==> config.mk <==
export PLATFORM = sky130hd
export DESIGN_NAME = ifm_top
export DESIGN_NICKNAME = d
export VERILOG_FILES = /design/src/common/ifm_pkg.sv /design/src/verilog/ifm_fifo.sv /design/src/ifm_in/ifm_in_fsm.sv /design/src/ifm_out/ifm_out_fsm.sv /design/src/verilog/ifm_top.sv
export SDC_FILE = /design/constraint.sdc
export NUM_CORES = 2
export LEC_CHECK = 0
export BUFFER_PORTS_ARGS = -buffer_cell sky130_fd_sc_hd__buf_4
export CORE_MARGIN = 3
export CORE_UTILIZATION = 67
export CTS_CLUSTER_DIAMETER = 200
export DETAILED_ROUTE_END_ITERATION = 10
export PLACE_DENSITY_LB_ADDON = 0.08
export SYNTH_ARGS = -nofsm -noshare
export SYNTH_HDL_FRONTEND = slang
export SYNTH_SLANG_ARGS = --single-unit
==> constraint.sdc <==
create_clock -name rx_clk -period 6.8 [get_ports rx_clk]
set_input_delay 1.02 -clock rx_clk [delete_from_list [all_inputs] [get_ports rx_clk]]
set_output_delay 1.02 -clock rx_clk [all_outputs]
set_load 0.02 [all_outputs]
==> src/common/ifm_pkg.sv <==
// ingress frame manager shared definitions
// beat and fifo sizing, almost-full margin, stored beat and status formats
package ifm_pkg;

   // mac beat, 64 data bits with one keep bit per byte
   localparam int DATA_W = 64;
   localparam int KEEP_W = 8;

   // data fifo holds beats, info fifo holds one word per stored frame
   localparam int DATA_DEPTH = 32;
   localparam int INFO_DEPTH = 8;

   // free entries at or below which a new frame is refused
   // a started frame of up to 10 beats always fits
   localparam int AFULL_MARGIN = 10;

   // occupancy where the data fifo starts to report almost full
   localparam int DATA_AFULL_LEVEL = DATA_DEPTH - AFULL_MARGIN;

   // drop counters
   localparam int CNT_W = 16;

   // beat count field of the status word
   localparam int BCNT_W = 7;

   // one beat as held in the data fifo, 73 bits
   typedef struct packed {
      // end of frame marker
      logic              last;
      // byte enables
      logic [KEEP_W-1:0] keep;
      logic [DATA_W-1:0] data;
   } data_beat_t;

   // one status word per stored frame, 8 bits
   typedef struct packed {
      // number of beats in the frame
      logic [BCNT_W-1:0] beats;
      // mac good flag from the last beat
      logic              good;
   } frame_info_t;

endpackage

==> src/verilog/ifm_fifo.sv <==
`timescale 1ns/1ps
// synchronous fifo with show-ahead read
// generic payload type, occupancy based almost-full and empty flags
module ifm_fifo #(
   parameter type payload_t   = logic [7:0],
   parameter int  DEPTH       = 8,
   parameter int  AFULL_LEVEL = DEPTH
) (
   input  logic     rx_clk,
   input  logic     rx_reset,
   input  logic     wren,
   input  payload_t wdata,
   input  logic     rden,
   output payload_t rdata,
   output logic     empty,
   output logic     afull
);

   payload_t                     mem [DEPTH];
   logic [$clog2(DEPTH)-1:0]     wr_ptr;
   logic [$clog2(DEPTH)-1:0]     rd_ptr;
   // occupancy, one bit wider than the pointers
   logic [$clog2(DEPTH+1)-1:0]   count;
   logic                         full;

   // flags straight from the occupancy
   assign empty = (count == 0);
   assign full  = (count == DEPTH);
   assign afull = (count >= AFULL_LEVEL);

   // head word is always presented
   assign rdata = mem[rd_ptr];

   // storage
   always_ff @(posedge rx_clk)
   begin
      if (wren)
         mem[wr_ptr] <= wdata;
   end

   // pointers and occupancy
   always_ff @(posedge rx_clk or posedge rx_reset)
   begin
      if (rx_reset)
      begin
         wr_ptr <= '0;
         rd_ptr <= '0;
         count  <= '0;
      end
      else
      begin
         // wrap at depth, works for non power of two too
         if (wren)
            wr_ptr <= (wr_ptr == DEPTH - 1) ? '0 : wr_ptr + 1'b1;
         if (rden)
            rd_ptr <= (rd_ptr == DEPTH - 1) ? '0 : rd_ptr + 1'b1;
         case ({wren, rden})
            2'b10:
               count <= count + 1'b1;
            2'b01:
               count <= count - 1'b1;
            default:
               count <= count;
         endcase
      end
   end

   // writer must respect the depth
   a_no_overflow: assert property (@(posedge rx_clk) disable iff (rx_reset)
      wren |-> !full);

   // reader only pops a present word
   a_no_underflow: assert property (@(posedge rx_clk) disable iff (rx_reset)
      rden |-> !empty);

endmodule

==> src/ifm_in/ifm_in_fsm.sv <==
`timescale 1ns/1ps
// ingress receive state machine
// stores or drops each mac frame whole and writes the data and info fifos
module ifm_in_fsm
   import ifm_pkg::*;
(
   input  logic              rx_clk,
   input  logic              rx_reset,
   input  logic              rx_axis_mac_tvalid,
   input  logic [DATA_W-1:0] rx_axis_mac_tdata,
   input  logic [KEEP_W-1:0] rx_axis_mac_tkeep,
   input  logic              rx_axis_mac_tlast,
   input  logic              rx_axis_mac_tuser,
   input  logic              data_afull,
   output logic              data_wren,
   output data_beat_t        data_wdata,
   output logic              info_wren,
   output frame_info_t       info_wdata,
   output logic [CNT_W-1:0]  drop_full_count
);

   typedef enum logic [1:0] {ST_IDLE, ST_PASS, ST_DROP} state_t;

   state_t            state;
   state_t            state_nxt;
   logic              first_beat;
   logic              drop_start;
   logic              store_beat;
   logic [BCNT_W-1:0] beat_cnt;
   logic [BCNT_W-1:0] frame_beats;

   // any beat seen in idle opens a frame
   assign first_beat = rx_axis_mac_tvalid && (state == ST_IDLE);
   // no room, refuse the whole frame
   assign drop_start = first_beat && data_afull;
   // beats that go to the data fifo
   assign store_beat = (first_beat && !data_afull) ||
                       (rx_axis_mac_tvalid && (state == ST_PASS));
   // beat count including the current beat
   assign frame_beats = (state == ST_IDLE) ? BCNT_W'(1) : beat_cnt + 1'b1;

   // next state, single beat frames never leave idle
   always_comb
   begin
      state_nxt = state;
      case (state)
         ST_IDLE:
         begin
            if (rx_axis_mac_tvalid && !rx_axis_mac_tlast)
               state_nxt = data_afull ? ST_DROP : ST_PASS;
         end
         ST_PASS, ST_DROP:
         begin
            if (rx_axis_mac_tvalid && rx_axis_mac_tlast)
               state_nxt = ST_IDLE;
         end
         default:
            state_nxt = ST_IDLE;
      endcase
   end

   // control state and write strobes
   always_ff @(posedge rx_clk or posedge rx_reset)
   begin
      if (rx_reset)
      begin
         state           <= ST_IDLE;
         data_wren       <= 1'b0;
         info_wren       <= 1'b0;
         beat_cnt        <= '0;
         drop_full_count <= '0;
      end
      else
      begin
         state     <= state_nxt;
         data_wren <= store_beat;
         // status goes out with the last stored beat, one beat frames too
         info_wren <= store_beat && rx_axis_mac_tlast;
         if (store_beat)
            beat_cnt <= frame_beats;
         // one count per refused frame
         if (drop_start)
            drop_full_count <= drop_full_count + 1'b1;
      end
   end

   // payload registers, qualified by the write strobes
   always_ff @(posedge rx_clk)
   begin
      data_wdata.data <= rx_axis_mac_tdata;
      data_wdata.keep <= rx_axis_mac_tkeep;
      data_wdata.last <= rx_axis_mac_tlast;
      if (store_beat && rx_axis_mac_tlast)
      begin
         info_wdata.good  <= rx_axis_mac_tuser;
         info_wdata.beats <= frame_beats;
      end
   end

   // a frame refused at its first beat writes nothing up to and including
   // the write slot of its own last beat
   a_drop_no_write: assert property (@(posedge rx_clk) disable iff (rx_reset)
      drop_start |=> (!data_wren && !info_wren) until_with
         $past(rx_axis_mac_tvalid && rx_axis_mac_tlast));

endmodule

==> src/ifm_out/ifm_out_fsm.sv <==
`timescale 1ns/1ps
// egress side of the frame manager
// pops one status word per frame, forwards good frames and discards bad ones
module ifm_out_fsm
   import ifm_pkg::*;
(
   input  logic              rx_clk,
   input  logic              rx_reset,
   input  logic              out_hold,
   input  frame_info_t       info_rdata,
   input  logic              info_empty,
   input  data_beat_t        data_rdata,
   input  logic              data_empty,
   output logic              info_rden,
   output logic              data_rden,
   output logic              out_valid,
   output logic [DATA_W-1:0] out_data,
   output logic [KEEP_W-1:0] out_keep,
   output logic              out_last,
   output logic [CNT_W-1:0]  drop_bad_count
);

   typedef enum logic [1:0] {ST_IDLE, ST_FORWARD, ST_DISCARD} state_t;

   state_t state;
   logic   frame_end;

   // pop the next status word, only when not held
   assign info_rden = (state == ST_IDLE) && !info_empty && !out_hold;

   // one beat per cycle while a frame is open and not held
   // all beats of a frame are in the data fifo before its status word
   assign data_rden = (state != ST_IDLE) && !out_hold;

   // last beat of the current frame leaves the fifo
   assign frame_end = data_rden && data_rdata.last;

   // frame sequencing and bad frame counter
   always_ff @(posedge rx_clk or posedge rx_reset)
   begin
      if (rx_reset)
      begin
         state          <= ST_IDLE;
         out_valid      <= 1'b0;
         drop_bad_count <= '0;
      end
      else
      begin
         out_valid <= (state == ST_FORWARD) && data_rden;
         case (state)
            ST_IDLE:
            begin
               // good flag picks the path for the whole frame
               if (info_rden)
                  state <= info_rdata.good ? ST_FORWARD : ST_DISCARD;
            end
            ST_FORWARD:
            begin
               if (frame_end)
                  state <= ST_IDLE;
            end
            ST_DISCARD:
            begin
               // counted once, at the frame's last beat
               if (frame_end)
               begin
                  state          <= ST_IDLE;
                  drop_bad_count <= drop_bad_count + 1'b1;
               end
            end
            default:
               state <= ST_IDLE;
         endcase
      end
   end

   // output beat registers, qualified by out_valid
   always_ff @(posedge rx_clk)
   begin
      if (data_rden)
      begin
         out_data <= data_rdata.data;
         out_keep <= data_rdata.keep;
         out_last <= data_rdata.last;
      end
   end

   // in side writes the status word with the last beat, so an open
   // frame always has beats waiting
   a_frame_data_present: assert property (@(posedge rx_clk) disable iff (rx_reset)
      (state != ST_IDLE) |-> !data_empty);

endmodule

==> src/verilog/ifm_top.sv <==
`timescale 1ns/1ps
// ingress frame manager receive subsystem
// in state machine, data and info fifos, out state machine
module ifm_top
   import ifm_pkg::*;
(
   input  logic              rx_clk,
   input  logic              rx_reset,
   input  logic              rx_axis_mac_tvalid,
   input  logic [DATA_W-1:0] rx_axis_mac_tdata,
   input  logic [KEEP_W-1:0] rx_axis_mac_tkeep,
   input  logic              rx_axis_mac_tlast,
   input  logic              rx_axis_mac_tuser,
   input  logic              out_hold,
   output logic              out_valid,
   output logic [DATA_W-1:0] out_data,
   output logic [KEEP_W-1:0] out_keep,
   output logic              out_last,
   output logic [CNT_W-1:0]  drop_full_count,
   output logic [CNT_W-1:0]  drop_bad_count
);

   // data fifo side
   logic        data_wren;
   data_beat_t  data_wdata;
   logic        data_afull;
   logic        data_rden;
   data_beat_t  data_rdata;
   logic        data_empty;

   // info fifo side
   logic        info_wren;
   frame_info_t info_wdata;
   logic        info_rden;
   frame_info_t info_rdata;
   logic        info_empty;

   // accept or drop at first beat
   ifm_in_fsm in_fsm0 (
      .rx_clk             (rx_clk),
      .rx_reset           (rx_reset),
      .rx_axis_mac_tvalid (rx_axis_mac_tvalid),
      .rx_axis_mac_tdata  (rx_axis_mac_tdata),
      .rx_axis_mac_tkeep  (rx_axis_mac_tkeep),
      .rx_axis_mac_tlast  (rx_axis_mac_tlast),
      .rx_axis_mac_tuser  (rx_axis_mac_tuser),
      .data_afull         (data_afull),
      .data_wren          (data_wren),
      .data_wdata         (data_wdata),
      .info_wren          (info_wren),
      .info_wdata         (info_wdata),
      .drop_full_count    (drop_full_count)
   );

   // frame beats
   ifm_fifo #(
      .payload_t   (data_beat_t),
      .DEPTH       (DATA_DEPTH),
      .AFULL_LEVEL (DATA_AFULL_LEVEL)
   ) data_fifo0 (
      .rx_clk   (rx_clk),
      .rx_reset (rx_reset),
      .wren     (data_wren),
      .wdata    (data_wdata),
      .rden     (data_rden),
      .rdata    (data_rdata),
      .empty    (data_empty),
      .afull    (data_afull)
   );

   // status words, afull not needed here
   ifm_fifo #(
      .payload_t   (frame_info_t),
      .DEPTH       (INFO_DEPTH),
      .AFULL_LEVEL (INFO_DEPTH)
   ) info_fifo0 (
      .rx_clk   (rx_clk),
      .rx_reset (rx_reset),
      .wren     (info_wren),
      .wdata    (info_wdata),
      .rden     (info_rden),
      .rdata    (info_rdata),
      .empty    (info_empty),
      .afull    ()
   );

   // forward or discard per status word
   ifm_out_fsm out_fsm0 (
      .rx_clk         (rx_clk),
      .rx_reset       (rx_reset),
      .out_hold       (out_hold),
      .info_rdata     (info_rdata),
      .info_empty     (info_empty),
      .data_rdata     (data_rdata),
      .data_empty     (data_empty),
      .info_rden      (info_rden),
      .data_rden      (data_rden),
      .out_valid      (out_valid),
      .out_data       (out_data),
      .out_keep       (out_keep),
      .out_last       (out_last),
      .drop_bad_count (drop_bad_count)
   );

endmodule

* After elaboration in Yosys (flattened, before gate mapping)
Memory sizes are Yosys's and may differ from the RTL's.
Cells that the tools add are included.
W data, S select, Z words.
** Cells by class
- Divide/modulo/power cells :: 0
- Magnitude comparators :: 1
- Bitwise gates (word level) :: 0
- Reductions and logical operators :: 28
- Eq/ne operators :: 16
- Multiplexer cells :: 19
- Add/sub/neg operators :: 11
- Multipliers :: 0
- Shift operators :: 0
** Operator list (number)
- $add A16 B1 Y16 const B :: 2
- $logic_and A1 B1 Y1 :: 12
- $mux W2 :: 6
- $pmux W6 S2 :: 1
- $add A5 B1 Y5 const B :: 2
- $eq A5 B5 Y1 const B :: 2
- $mux W5 :: 2
- $eq A2 B1 Y1 const B :: 4
- $eq A2 B2 Y1 const B :: 4
- $pmux W2 S2 :: 2
- $pmux W4 S2 :: 1
- $add A7 B1 Y7 const B :: 1
- $mux W7 :: 1
- $add A3 B1 Y3 const B :: 2
- $add A6 B1 Y6 const B :: 1
- $eq A3 B3 Y1 const B :: 2
- $ge A6 B5 Y1 const B :: 1
- $mux W3 :: 2
- $reduce_and A2 Y1 :: 3
- $reduce_bool A2 Y1 :: 3
- $sub A6 B1 Y6 const B :: 1
- $add A4 B1 Y4 const B :: 1
- $logic_not A1 Y1 :: 4
- $logic_not A2 Y1 :: 2
- 7 further kinds :: 13
** Storage, ports and cells
- Flip-flop bits (word level) :: 226
- Input bits :: 78
- Memory bits (writable) :: 2400
- Logic and storage cells :: 99
- Bits in read-only memories :: 0
- Bits in latches :: 0
- Memories :: 2
** Memories
- data_fifo0.mem :: words 32, bits a word 73, read ports 1, clocked after Yosys merged registers in 0, wr ports 1, RTL line ifm_fifo.sv:19 : payload_t mem [DEPTH];
- info_fifo0.mem :: words 8, bits a word 8, read ports 1, clocked after Yosys merged registers in 0, wr ports 1, RTL line ifm_fifo.sv:19

* Longest topological paths before layout
- Word-level depth :: 6
- Depth in mapped cells :: 14

* By module
A second synthesis with hierarchy kept.
** Second synthesis, totals
- Cell total of the unflattened synthesis :: 4544
- Area total of the unflattened synthesis :: 99502.9 um^2
** Modules (own cells, without submodules)
- ifm_fifo at data_fifo0 :: seq. area each 70547.7 um^2, times used 1, cells an instance 4025, area each 90196.5 um^2
- ifm_out_fsm :: seq. area each 2667.6 um^2, times used 1, cells an instance 155, area each 3130.5 um^2
- ifm_fifo at info_fifo0 :: seq. area each 2172.1 um^2, times used 1, cells an instance 157, area each 3110.5 um^2
- ifm_in_fsm :: seq. area each 2377.3 um^2, times used 1, cells an instance 207, area each 3065.4 um^2

* Worst setup path before layout
No wires, ideal clock.
- Path kind :: reg2reg
- From :: register data_fifo0.wr_ptr[2]
- To :: memory data_fifo0.mem[10][0] in the netlist's numbering, enable pin
- Arrival time :: 4.116 ns
- Clock period less this slack :: 4.621 ns
- Cell stages (with the launch flop) :: 4
- Data required time :: 6.295 ns
- Path buffers :: 1
- Slack :: 2.179 ns
- Path through :: dfrtp_1 clkbuf_1 or3b_2 nor2_1
** RTL lines
- from (decl) :: RTL line ifm_fifo.sv:20 : logic [$clog2(DEPTH)-1:0] wr_ptr;
- from (signal assigned) :: RTL line ifm_fifo.sv:54 : wr_ptr <= (wr_ptr == DEPTH - 1) ? '0 : wr_ptr + 1'b1;
- to (decl) :: RTL line ifm_fifo.sv:19
Straight into the memory's write port.

==> impl_metrics.json <==
{
  "endpoint": "out_fsm0.out_data[3]",
  "ios": 184,
  "worstHoldStart": "rx_axis_mac_tdata[61]",
  "gp_congestion": 0.7323,
  "h-tree-depth": 4,
  "finClkSkew_ns": 0.02592,
  "drc": 0,
  "ys_top_cells_by_count": "edfxtp_1, mux4_2, buf_2, mux2_2, dfxtp_1",
  "min_period_ns": 3.646,
  "synthTopCellsByArea": "edfxtp_1, mux4_2, dfrtp_1, dfxtp_1, mux2_2",
  "drv_cap": 0,
  "netlist.area_leader.share": 0.7569,
  "clockBufferDepth": 3,
  "rrSetupSlack_ns": 3.15,
  "synth_compound_area_frac": 0.002935,
  "worstSetupPathType": "reg -> reg",
  "status": "finished clean",
  "synth_top_family_by_area": "multiplexers",
  "grt_usage": 0.3149,
  "ys_ff_latch": 2556,
  "finalMaxSlewViolations": 0,
  "r2r_end": "out_fsm0.out_data[3]",
  "grt_antenna_before_repair": 2,
  "period_share": 0.5362,
  "rr_worst_depth": 4,
  "synth.most_common_cell": "edfxtp_1",
  "clkTransAtPathRegs_ns": 0.06,
  "dr.pass1.iters": 5,
  "syn-num-nets": 3977,
  "cts_tree": "yes",
  "cellPowerDensity_nw_per_um2": 387.8,
  "die_h_um": 384.4,
  "hold_violations": 0,
  "peakVddDrop_v": 0.0003639,
  "rsz0062_at_grt": "false",
  "grt_max_degree": 132,
  "rows": 138,
  "avgSynthCellArea_sq_um": 24.76,
  "die_w_um": 384.4,
  "crit_path_end_kind": "flip-flop",
  "relSlewSlack": 0.2101,
  "yosys.area.top_type": "edfxtp_1",
  "yosys_warnings": 0,
  "cts_setup_buffers": 0,
  "synth_xor_area_frac": 0.003835,
  "p_leak_nw": 34.20,
  "synth_adder_area_share": 0.003261,
  "critPathLaunch": "data_fifo0.rd_ptr[0]",
  "port_buffers": 183,
  "p_total_mw": 41.80,
  "setup-violations-final": 0,
  "cp.required_ns": 7.37,
  "reg2reg_from": "data_fifo0.rd_ptr[0]",
  "cts_buffers": 235,
  "first_iter_violations": 5840,
  "start_util": 0.6759,
  "vias": 43900,
  "ys_seq_area_frac": 0.7891,
  "crit_path_max_fanout": 46,
  "viasPerCell": 6.992,
  "postCtsHoldBufs": 0,
  "grt_pass1_wl_mm": 324.5,
  "synthFlopType": "edfxtp_1",
  "hpwlAfterDp_mm": 96.71,
  "netlist_area_sq_um": 95930,
  "root_buffer": "clkbuf_16",
  "synth_edf_count": 2418,
  "antennaDiodeCount": 0,
  "cts_sinks": 2556,
  "wl_per_cell_um": 35.95,
  "postSynthCellCount": 3874,
  "start_kind": "flip-flop",
  "grt_pass1_vias": 44370,
  "drive_gt1_frac": 0.3291,
  "worst-slew-pin-transition_ns": 1.185,
  "worstHoldPathType": "in -> reg",
  "synth-simple-area-share": 0.009417,
  "grt_remaining_overflow": 0,
  "insertion_delay_ns": 0.84,
  "ant_nets": 0,
  "core_area_sq_um": 141900,
  "synth.distinct_cells": 49,
  "post_cts_resized": 0,
  "final_nets": 4283,
  "dieArea_sq_um": 147800,
  "syn_to_final_growth_pct": 12.36,
  "drt-total-wl_mm": 225.7,
  "async_flop_share": 0.02543,
  "critical_path_arrival_ns": 4.21,
  "tns_ns": 0,
  "hold_ws_ns": 0.2869,
  "yosys-mux-area-fraction": 0.1812,
  "max_freq_ghz": 0.2743
}
-- worst max-delay path, stage by stage (launching register included) --
cell	delay (ns)
dfrtp_4	1.13
buf_4	0.79
mux4_2	0.62
mux4_2	0.49
mux2_2	0.28
-- state kept, by name (all words and copies together) (netlist names), 2 cells and up --
signal and cells:
data_fifo0.count 6, data_fifo0.mem 2336, data_fifo0.rd_ptr 5, data_fifo0.wr_ptr 5, in_fsm0.data_wdata 73, in_fsm0.drop_full_count 16
in_fsm0.state 2, info_fifo0.count 4, info_fifo0.mem 8, info_fifo0.rd_ptr 3, info_fifo0.wr_ptr 3, out_fsm0.drop_bad_count 16
out_fsm0.out_data 64, out_fsm0.out_keep 8, out_fsm0.state 2
-- cell type report --
type,instances,area (sq um)
well taps,1890,2365
flip-flops and latches,2556,75710
repair buffers,252,2330
clock buffers,334,6700
multi-input cells,1116,19490
inverters,19,83.83
clock inverters,111,1107
fillers,7294,34140
-- metal layers --
metal | GRT usage | vias up | wire length (um)
met2 | 0.5044 | 2778 | 113700
li1 | - | 17250 | -
met1 | 0.4639 | 23490 | 82810
met3 | 0.05594 | 383 | 23260
met5 | 0 | - | 0
met4 | 0.08491 | 0 | 5933
-- how the worst min path moves through the flow --
stage                                   to  slack, ns  cells past startpoint
6_report            in_fsm0.data_wdata[61]       0.29                      1
3_3_place_gp   out_fsm0.drop_bad_count[15]       0.46                      1
4_1_cts             in_fsm0.data_wdata[10]       0.24                      1
5_1_grt             in_fsm0.data_wdata[56]       0.25                      1
3_5_place_dp           info_fifo0.count[3]       0.46                      1
2_1_floorplan          info_fifo0.count[3]       0.44                      1
-- stage by stage --
| step | instances | utilization | cell area [sq um] | worst slack, ns |
|---|---|---|---|---|
| 2_1_floorplan | 3874 | - | 95930 | 2.179 |
| 3_5_place_dp | 5833 | 0.7044 | 99980 | 2.992 |
| 3_3_place_gp | 5833 | 0.7044 | 99980 | 2.987 |
| 5_1_grt | 6278 | 0.7595 | 107800 | 2.892 |
| 4_1_cts | 6278 | 0.7595 | 107800 | 3.080 |
| 6_report | 6278 | 0.7595 | 107800 | 3.154 |
-- power by group --
part | internal (mW) | total [mW] | switching [mW]
Sequential | 18.1 | 18.8 | 0.737
Combinational | 5.16 | 9.79 | 4.63
Clock | 7.62 | 13.2 | 5.56
Total | 30.9 | 41.8 | 10.9
-- placed cells by master, fill, tap and decap left out, types with 8 or more instances in the layout --
cell type	n
clkbuf_1	61
nand2_1	35
edfxtp_1	2418
xnor2_1	15
nand3b_1	8
buf_12	35
clkbuf_8	32
o21ai_0	13
mux4_2	722
xor2_1	27
clkinv_2	35
mux2i_1	19
nor2_1	27
nor2_4	32
inv_1	16
mux2_2	83
clkinvlp_4	8
nand3_1	16
ha_1	25
clkbuf_16	241
nor3_1	14
clkinv_1	40
buf_4	217
bufinv_16	21
dfxtp_1	73
dfrtp_1	61
a21oi_1	13
-- cells by family (layout without fill, tap and decap cells) --
kind of cell | Yosys count | after routing
AOI/OAI and AO/OA | 45 | 45
adders and majority gates | 25 | 25
xor gates and xnor gates | 42 | 42
and+or+nand+nor | 180 | 180
DFF | 2556 | 2556
buffers and inverters | 202 | 716
muxes | 824 | 824
(Power assumes the default switching activity.)
